File: src/verilog/seq_ctrl_pkg.sv
`default_nettype none

package seq_ctrl_pkg;

    //////////////////////////////////////////////////////////////////////
    // host command codes
    //////////////////////////////////////////////////////////////////////
    typedef logic [3:0] ctrl_cmd_t;

    localparam ctrl_cmd_t cmd_clear    = 4'd0;  // stop, zero the counter
    localparam ctrl_cmd_t cmd_shutdown = 4'd1;  // stop, counter kept
    localparam ctrl_cmd_t cmd_start    = 4'd2;  // only honoured when idle
    // every other code is ignored

    //////////////////////////////////////////////////////////////////////
    // sequencer state codes, visible to the host
    //////////////////////////////////////////////////////////////////////
    typedef enum logic [3:0] {
        st_shutdown = 4'd0,   // idle, host owns the table
        st_reprog   = 4'd1,   // waiting for reprogram accept
        st_init     = 4'd2,   // walking the init task lines
        st_trigger  = 4'd3,   // execute start raised
        st_wait_fin = 4'd4    // execution in progress
    } seq_state_t;

    // slave dma task geometry
    localparam int init_task_cnt = 4;  // src addr, src size, dst addr, dst size

endpackage

`default_nettype wire

File: src/verilog/slot_pkg.sv
`default_nettype none

package slot_pkg;

    //////////////////////////////////////////////////////////////////////
    // slot record geometry
    //////////////////////////////////////////////////////////////////////
    localparam int slot_index_w  = 2;                  // 2 bits, four slots
    localparam int slot_cnt      = 1 << slot_index_w;  // table depth
    localparam int src_addr_w    = 32;
    localparam int src_size_w    = 26;
    localparam int dst_addr_w    = 32;
    localparam int dst_size_w    = 26;
    localparam int slot_status_w = 2;
    localparam int profile_w     = 32;                 // visit counter

    typedef logic [slot_index_w-1:0] slot_index_t;

    // one table record, 150 bits
    typedef struct packed {
        logic [src_addr_w-1:0]    src_addr;
        logic [src_size_w-1:0]    src_size;
        logic [dst_addr_w-1:0]    dst_addr;
        logic [dst_size_w-1:0]    dst_size;
        logic [slot_status_w-1:0] status;
        logic [profile_w-1:0]     profile;
    } slot_entry_t;

    // per field write strobes, same field order as the record
    typedef struct packed {
        logic src_addr;
        logic src_size;
        logic dst_addr;
        logic dst_size;
        logic status;
        logic profile;
    } slot_field_en_t;

    // host write request
    typedef struct packed {
        slot_index_t    index;
        slot_entry_t    entry;
        slot_field_en_t en;
    } host_wr_t;

endpackage

`default_nettype wire
File: src/verilog/seq_core.sv
`timescale 1ns/1ns
`default_nettype none

module seq_core
    import slot_pkg::*, seq_ctrl_pkg::*;
(
    input  wire                      clk,
    input  wire                      reset,
    // host table access
    input  wire host_wr_t            host_wr,
    input  wire                      host_wr_valid,
    output wire                      host_wr_ok,
    input  wire slot_index_t         rd_index,
    input  wire                      rd_req,
    output wire slot_entry_t         rd_entry,
    output wire                      rd_ready,
    // host control
    input  wire ctrl_cmd_t           ctrl_cmd,
    input  wire                      ctrl_valid,
    input  wire slot_index_t         end_cnt_in,
    input  wire                      end_cnt_valid,
    output wire seq_state_t          state,
    output wire slot_index_t         main_cnt,
    output wire slot_index_t         end_cnt,
    // slave dma
    output wire slot_entry_t         slave_entry,
    output wire                      reprog,
    input  wire                      reprog_accept,
    output wire [init_task_cnt-1:0]  init_task,
    input  wire [init_task_cnt-1:0]  fin_init,
    output wire                      exec_start,
    input  wire                      exec_accept,
    input  wire                      fin_exec
);

    logic           host_access;
    logic           profile_bump;
    logic           init_go;
    logic           abort;
    logic           init_done;
    logic           exec_launched;
    slot_index_t    table_wr_index;
    slot_index_t    table_rd_index;
    slot_entry_t    table_wr_entry;
    slot_field_en_t table_wr_en;
    slot_entry_t    table_rd_entry;

    //////////////////////////////////////////////////////////////////////
    // control
    //////////////////////////////////////////////////////////////////////
    seq_control i_seq_control (
        .clk           (clk),
        .reset         (reset),
        .ctrl_cmd      (ctrl_cmd),
        .ctrl_valid    (ctrl_valid),
        .end_cnt_in    (end_cnt_in),
        .end_cnt_valid (end_cnt_valid),
        .reprog_accept (reprog_accept),
        .init_done     (init_done),
        .exec_launched (exec_launched),
        .fin_exec      (fin_exec),
        .state         (state),
        .main_cnt      (main_cnt),
        .end_cnt       (end_cnt),
        .reprog        (reprog),
        .host_access   (host_access),
        .profile_bump  (profile_bump),
        .init_go       (init_go),
        .abort         (abort)
    );

    task_stepper i_task_stepper (
        .clk           (clk),
        .reset         (reset),
        .init_go       (init_go),
        .abort         (abort),
        .fin_init      (fin_init),
        .exec_accept   (exec_accept),
        .init_task     (init_task),
        .exec_start    (exec_start),
        .init_done     (init_done),
        .exec_launched (exec_launched)
    );

    //////////////////////////////////////////////////////////////////////
    // slot table datapath
    //////////////////////////////////////////////////////////////////////
    slot_access i_slot_access (
        .host_wr        (host_wr),
        .host_wr_valid  (host_wr_valid),
        .rd_index       (rd_index),
        .rd_req         (rd_req),
        .host_access    (host_access),
        .profile_bump   (profile_bump),
        .main_cnt       (main_cnt),
        .table_rd_entry (table_rd_entry),
        .host_wr_ok     (host_wr_ok),
        .rd_ready       (rd_ready),
        .table_wr_index (table_wr_index),
        .table_rd_index (table_rd_index),
        .table_wr_entry (table_wr_entry),
        .table_wr_en    (table_wr_en)
    );

    slot_table i_slot_table (
        .clk      (clk),
        .reset    (reset),
        .wr_index (table_wr_index),
        .wr_entry (table_wr_entry),
        .wr_en    (table_wr_en),
        .rd_index (table_rd_index),
        .rd_entry (table_rd_entry)
    );

    // one read port serves both, host while idle and slave while running
    assign rd_entry    = table_rd_entry;
    assign slave_entry = table_rd_entry;

endmodule

`default_nettype wire

File: src/verilog/seq_control.sv
`timescale 1ns/1ns
`default_nettype none

module seq_control
    import slot_pkg::*, seq_ctrl_pkg::*;
(
    input  wire              clk,
    input  wire              reset,
    // host control
    input  wire ctrl_cmd_t   ctrl_cmd,
    input  wire              ctrl_valid,
    input  wire slot_index_t end_cnt_in,
    input  wire              end_cnt_valid,
    // progress from the slave and the stepper
    input  wire              reprog_accept,
    input  wire              init_done,
    input  wire              exec_launched,
    input  wire              fin_exec,
    // status
    output seq_state_t       state,
    output slot_index_t      main_cnt,
    output slot_index_t      end_cnt,
    // controls
    output logic             reprog,
    output logic             host_access,
    output logic             profile_bump,
    output logic             init_go,
    output logic             abort
);

    logic cmd_go;   // start that is honoured

    //////////////////////////////////////////////////////////////////////
    // command decode
    //////////////////////////////////////////////////////////////////////
    assign abort  = ctrl_valid & ((ctrl_cmd == cmd_clear) | (ctrl_cmd == cmd_shutdown));
    assign cmd_go = ctrl_valid & (ctrl_cmd == cmd_start) & (state == st_shutdown);

    // level and pulse controls
    assign reprog       = (state == st_reprog);
    assign host_access  = (state == st_shutdown);
    assign profile_bump = (state == st_reprog) & reprog_accept;  // once per visit
    assign init_go      = profile_bump;

    //////////////////////////////////////////////////////////////////////
    // end count, host writable only while idle
    //////////////////////////////////////////////////////////////////////
    always_ff @(posedge clk or negedge reset) begin
        if (!reset) begin
            end_cnt <= '0;
        end else if (end_cnt_valid && (state == st_shutdown)) begin
            end_cnt <= end_cnt_in;
        end
    end

    //////////////////////////////////////////////////////////////////////
    // sequencer fsm and slot counter
    //////////////////////////////////////////////////////////////////////
    always_ff @(posedge clk or negedge reset) begin
        if (!reset) begin
            state    <= st_shutdown;
            main_cnt <= '0;
        end else if (abort) begin
            state <= st_shutdown;
            if (ctrl_cmd == cmd_clear) begin
                main_cnt <= '0;  // shutdown keeps the position
            end
        end else if (cmd_go) begin
            state    <= st_reprog;
            main_cnt <= '0;      // always begin at slot 0
        end else begin
            // ignored commands fall through, progress is not stalled
            case (state)
                st_shutdown: begin
                    state <= st_shutdown;
                end
                st_reprog: begin
                    if (reprog_accept) state <= st_init;
                end
                st_init: begin
                    if (init_done) state <= st_trigger;  // stepper saw last finish
                end
                st_trigger: begin
                    if (exec_launched) state <= st_wait_fin;
                end
                st_wait_fin: begin
                    if (fin_exec) begin
                        if (main_cnt < end_cnt) begin
                            main_cnt <= main_cnt + 1'b1;
                            state    <= st_reprog;   // next slot
                        end else begin
                            main_cnt <= '0;
                            state    <= st_shutdown; // table done
                        end
                    end
                end
                default: begin
                    state <= st_shutdown;  // unused codes recover to idle
                end
            endcase
        end
    end

    // end_cnt is frozen while running, so the counter stays inside the table run
    a_cnt_bound: assert property (
        @(posedge clk) disable iff (!reset)
        (state != st_shutdown) |-> (main_cnt <= end_cnt)
    ) else $error("main_cnt %0d beyond end_cnt %0d", main_cnt, end_cnt);

endmodule

`default_nettype wire

File: src/verilog/task_stepper.sv
`timescale 1ns/1ns
`default_nettype none

module task_stepper
    import seq_ctrl_pkg::*;
(
    input  wire                     clk,
    input  wire                     reset,
    input  wire                     init_go,        // load first init line
    input  wire                     abort,          // clear or shutdown
    input  wire [init_task_cnt-1:0] fin_init,
    input  wire                     exec_accept,
    output logic [init_task_cnt-1:0] init_task,     // one hot toward the slave
    output logic                    exec_start,
    output logic                    init_done,      // last init line finished
    output logic                    exec_launched   // execute accepted
);

    logic init_hit;   // finish on the active line
    logic last_hit;   // finish on the final line

    assign init_hit = |(fin_init & init_task);  // finishes on idle lines are ignored
    assign last_hit = fin_init[init_task_cnt-1] & init_task[init_task_cnt-1];

    assign init_done     = last_hit;
    assign exec_launched = exec_start & exec_accept;

    //////////////////////////////////////////////////////////////////////
    // init line shifter and execute strobe
    //////////////////////////////////////////////////////////////////////
    always_ff @(posedge clk or negedge reset) begin
        if (!reset) begin
            init_task  <= '0;
            exec_start <= 1'b0;
        end else if (abort) begin
            init_task  <= '0;     // drop every line at once
            exec_start <= 1'b0;
        end else begin
            if (init_go) begin
                init_task <= {{(init_task_cnt-1){1'b0}}, 1'b1};
            end else if (last_hit) begin
                init_task  <= '0;
                exec_start <= 1'b1;  // hand over to execute
            end else if (init_hit) begin
                init_task <= init_task << 1;
            end
            if (exec_launched) begin
                exec_start <= 1'b0;  // held until accepted
            end
        end
    end

    // at most one init line may be active toward the slave
    a_init_onehot: assert property (
        @(posedge clk) disable iff (!reset)
        $onehot0(init_task)
    ) else $error("init_task not one hot: %b", init_task);

endmodule

`default_nettype wire

File: src/verilog/slot_access.sv
`timescale 1ns/1ns
`default_nettype none

module slot_access
    import slot_pkg::*;
(
    // host side
    input  wire host_wr_t       host_wr,
    input  wire                 host_wr_valid,
    input  wire slot_index_t    rd_index,
    input  wire                 rd_req,
    // sequencer side
    input  wire                 host_access,     // high while idle
    input  wire                 profile_bump,    // one cycle, on reprog accept
    input  wire slot_index_t    main_cnt,
    input  wire slot_entry_t    table_rd_entry,
    // host status
    output logic                host_wr_ok,
    output logic                rd_ready,
    // table ports
    output slot_index_t         table_wr_index,
    output slot_index_t         table_rd_index,
    output slot_entry_t         table_wr_entry,
    output slot_field_en_t      table_wr_en
);

    //////////////////////////////////////////////////////////////////////
    // port steering
    //////////////////////////////////////////////////////////////////////
    assign table_wr_index = host_access ? host_wr.index : main_cnt;
    assign table_rd_index = host_access ? rd_index : main_cnt;  // slave sees main_cnt slot

    assign host_wr_ok = host_wr_valid & host_access;  // writes only while idle
    assign rd_ready   = rd_req & host_access;

    //////////////////////////////////////////////////////////////////////
    // write data and strobes
    //////////////////////////////////////////////////////////////////////
    always_comb begin
        table_wr_entry = host_wr.entry;
        table_wr_en    = '0;
        if (host_wr_ok) begin
            table_wr_en = host_wr.en;  // only the fields the host selected
        end
        if (profile_bump) begin
            // read port already points at main_cnt, so this is read modify write
            table_wr_entry.profile = table_rd_entry.profile + 1'b1;
            table_wr_en            = '0;
            table_wr_en.profile    = 1'b1;
        end
    end

    // the bump comes from a running sequencer, the host only writes while idle
    a_bump_excl: assert final (!(profile_bump && host_access))
        else $error("profile bump while host owns the table");

endmodule

`default_nettype wire

File: src/verilog/slot_table.sv
`timescale 1ns/1ns
`default_nettype none

module slot_table
    import slot_pkg::*;
(
    input  wire            clk,
    input  wire            reset,
    input  wire slot_index_t    wr_index,
    input  wire slot_entry_t    wr_entry,
    input  wire slot_field_en_t wr_en,
    input  wire slot_index_t    rd_index,
    output slot_entry_t    rd_entry
);

    slot_entry_t mem [slot_cnt];  // the slot records

    //////////////////////////////////////////////////////////////////////
    // write port, each field has its own strobe
    //////////////////////////////////////////////////////////////////////
    always_ff @(posedge clk or negedge reset) begin
        if (!reset) begin
            for (int i = 0; i < slot_cnt; i++) begin
                mem[i] <= '0;
            end
        end else begin
            if (wr_en.src_addr) mem[wr_index].src_addr <= wr_entry.src_addr;
            if (wr_en.src_size) mem[wr_index].src_size <= wr_entry.src_size;
            if (wr_en.dst_addr) mem[wr_index].dst_addr <= wr_entry.dst_addr;
            if (wr_en.dst_size) mem[wr_index].dst_size <= wr_entry.dst_size;
            if (wr_en.status)   mem[wr_index].status   <= wr_entry.status;
            if (wr_en.profile)  mem[wr_index].profile  <= wr_entry.profile;  // host or bump
        end
    end

    // read port, no latency
    assign rd_entry = mem[rd_index];

    // an x on a strobe would silently corrupt or skip a field
    a_wr_en_known: assert property (
        @(posedge clk) disable iff (!reset)
        !$isunknown(wr_en)
    ) else $error("slot_table write enable unknown");

endmodule

`default_nettype wire

File: config.mk
export PLATFORM = sky130hd
export DESIGN_NAME = seq_core
export DESIGN_NICKNAME = d
export VERILOG_FILES = /design/src/verilog/seq_ctrl_pkg.sv /design/src/verilog/slot_pkg.sv /design/src/verilog/seq_core.sv /design/src/verilog/seq_control.sv /design/src/verilog/task_stepper.sv /design/src/verilog/slot_access.sv /design/src/verilog/slot_table.sv
export SDC_FILE = /design/constraint.sdc
export NUM_CORES = 1
export LEC_CHECK = 0
export BUFFER_PORTS_ARGS = -buffer_cell sky130_fd_sc_hd__buf_2
export CAP_MARGIN = 20
export CORE_MARGIN = 2
export CORE_UTILIZATION = 40
export CTS_CLUSTER_DIAMETER = 40
export CTS_CLUSTER_SIZE = 24
export DETAILED_ROUTE_END_ITERATION = 8
export PLACE_DENSITY = 0.64
export SLEW_MARGIN = 10
export SYNTH_ARGS = -nofsm -noshare
export SYNTH_HDL_FRONTEND = slang
export SYNTH_SLANG_ARGS = --single-unit
File: constraint.sdc
create_clock -name clk -period 4.75 [get_ports clk]
set_input_delay 0.7125 -clock clk [delete_from_list [all_inputs] [get_ports clk]]
set_output_delay 0.7125 -clock clk [all_outputs]
set_load 0.03 [all_outputs]
==> results.json <==
{
  "cts-root-buf": "clkbuf_16",
  "hold_viol": 0,
  "wl_met1_mm": 32.37,
  "synth_top_area_share_pct": 50.80,
  "fin_ws_ps": 221.8,
  "finalCritPeriodShare_pct": 95.33,
  "p_total_mw": 21.77,
  "die_h_um": 278.5,
  "floorplan.rows": 100,
  "cts_tree": "done",
  "ys_ff_latch": 612,
  "drt-pass1-iter-count": 5,
  "setup_viol": 0,
  "antenna_found_initial": 17,
  "synth_area_leaders": "dfrtp_1, mux2_2, mux4_2, buf_4, mux4_1",
  "dp_cells": 3432,
  "place_ws_ps": 800.1,
  "crit_fanout": 31,
  "final_util_pct": 48.78,
  "wl_met2_mm": 41.38,
  "status": "completed",
  "postCtsResizedCells": 0,
  "drt_iter0_drc": 1260,
  "worstSetupPathType": "flop to primary output",
  "fill_cells": 6445,
  "io_pins": 495,
  "pwr-share-seq_pct": 29.4,
  "syn_inst": 2197,
  "ant_nets": 0,
  "top_layer": "met5",
  "p_per_area_mw_per_mm2": 598.5,
  "clock_path_buffers": 3,
  "place_congestion": 0.8108,
  "drv_slew": 0,
  "p_clk_share_pct": 36.3,
  "grt_first_pass_wirelength_mm": 125.2,
  "num_vias": 20030,
  "hpwl_mm": 54.44,
  "seq_area_frac_synth_pct": 50.80,
  "drive_above_1_share_pct": 49.92,
  "numPortBuffers": 493,
  "grt_max_degree": 112,
  "worst_slew_pin_slew_ps": 1002,
  "crit_slowest_cell": "and2_4",
  "crit_path_start_kind": "flop",
  "period_needed_ps": 4528,
  "end_kind": "primary output",
  "synth_cell_types": 71,
  "power_frac_comb_pct": 34.3,
  "met3_length_mm": 4.459,
  "yosys_warnings": 0,
  "max_freq_mhz": 220.8,
  "final_cells": 3643,
  "p_int_mw": 13.74,
  "cts_buffers": 105,
  "finalClockSkew_ps": 32.27,
  "synth_edf_count": 0,
  "netlist_area_mm2": 0.03015,
  "hold_buffers": 0,
  "slew_headroom_pct": 32.94,
  "cpPeakStageDelay_ps": 800,
  "start_util_pct": 40.43,
  "clk_latency_ps": 650,
  "tns_ps": 0,
  "cts_setup_buffers": 0,
  "coreArea_mm2": 0.07457,
  "htreeDepth": 3,
  "synth_most_common_cell": "dfrtp_1",
  "synth_fp_nets": 2378,
  "worstHoldPathType": "input pin to asynchronous set/reset pin",
  "cap_violations": 0,
  "grt_use_total_pct": 20.80,
  "wl_per_cell_um": 22.25,
  "power.leakage_nw": 18.46,
  "ir_drop_uv": 431.2,
  "grt_pass1_vias": 21360,
  "async_reset_ff_share_pct": 100.0,
  "final_area_mm2": 0.03637,
  "netSwitchingPower_mw": 8.025,
  "synth_top_cell_by_area": "dfrtp_1",
  "die_area_mm2": 0.07758,
  "path_cells": "o31ai_1 > and2_4 > buf_12 > mux4_2 > buf_2",
  "die_w_um": 278.5,
  "clkTransAtPathRegs_ps": 50,
  "crit_arrival_ps": 3820,
  "avgViaCountPerCell": 5.498,
  "grt_overflow": 0,
  "rsz0062_at_grt": "false",
  "drt_wl_total_mm": 81.07,
  "cts.sinks": 612,
  "yosys-top-cells-count": "dfrtp_1, mux2_2, nand2_1, buf_4, mux4_2",
  "cp.required_ps": 4040,
  "ys.flop_type": "dfrtp_1",
  "placed_cell_area_mm2": 0.03258,
  "switching_share_pct": 36.86,
  "fin_hold_ws_ps": 110.1,
  "area_growth_pct": 20.65,
  "drc": 0,
  "nets": 2751,
  "synth_area_per_cell_um2": 13.72
}
metal layers:
layer	global-route usage, %	vias to the layer above
li1	-	8761
met1	25.44	10360
met2	36.13	717
met3	3.820	181
met4	8.864	12
met5	0	-
kinds of logic (layout without fill, tap and decap cells):
family,Yosys count,in the layout,share of synthesized area (%)
multiplexers,683,683,32.18
flip-flops,612,612,50.80
AND/OR/NAND/NOR,368,368,5.636
buffers and inverters,297,762,6.250
AO/OA/AOI/OAI,215,215,4.486
XOR/XNOR,19,19,0.5520
adder cells (fa/ha/maj),2,2,0.08299
other,1,13,0.01244
worst paths after layout:
| path | from | to | slack, ps | cells past startpoint |
|---|---|---|---|---|
| setup / recovery | i_seq_control.state[2] | rd_entry[44] | 220 | 5 |
| hold / removal | reset | i_slot_table.mem[151] | 110 | 1 |
| setup reg to reg | i_seq_control.state[2] | i_slot_table.mem[481] | 810 | 9 |
| hold reg to reg | i_slot_table.mem[176] | i_slot_table.mem[176] | 480 | 2 |
| max in group asynchronous | reset | i_slot_table.mem[225] | 3460 | 2 |
| min in group clk | end_cnt_in[1] | i_seq_control.end_cnt[1] | 310 | 2 |
flip-flops by register name, summed over array words and instances (netlist names):
register	flops
i_seq_control.main_cnt	2
i_slot_table.mem	600
i_seq_control.end_cnt	2
i_task_stepper.init_task	4
i_seq_control.state	3
i_task_stepper.exec_start	1
worst max-delay path: cells and delay by family (launching register included):
family | cells | cell delay (ps)
simple gates | 1 | 800
compound gates | 1 | 790
buf+inv | 2 | 560
flops | 1 | 380
mux | 1 | 590
layout make-up:
type | count | area [um2] | area share [%]
Tap cell | 969 | 1212 | 3.333
Timing Repair Buffer | 548 | 3003 | 8.256
Clock inverter | 70 | 958.4 | 2.635
Antenna cell | 12 | 30.03 | 0.08256
Multi-Input combinational cell | 1288 | 12990 | 35.72
Sequential cell | 612 | 15310 | 42.10
Clock buffer | 129 | 2808 | 7.719
Inverter | 15 | 56.30 | 0.1548
cells in the final DEF, fill, tap and decap left out, types with 11 or more instances in the layout:
cell and count:
clkinv_4 14, mux2i_1 24, a21oi_1 28, clkbuf_16 105, o31ai_1 14, mux4_2 132
mux2_2 443, nand3_1 23, xnor2_1 16, mux4_1 37, bufinv_16 16, nor2_1 55
clkbuf_1 15, o21ai_0 102, clkinv_2 11, mux2_1 47, nand4_1 19, nand2_1 196
clkinvlp_4 16, and2_1 15, buf_4 46, buf_2 492, diode_2 12, inv_1 15
o21ai_1 14, dfrtp_1 612
power groups by stage:
stage	clock (mW)	sequential, mW	combinational (mW)
after floorplan	0	6.35	6.04
after global placement	0	6.41	7.42
after detailed placement	0	6.48	7.52
after CTS	8.06	6.40	7.55
after global routing	8.34	6.49	7.90
final	7.90	6.40	7.47
No activity file was read; power rests on OpenSTA's default activity.
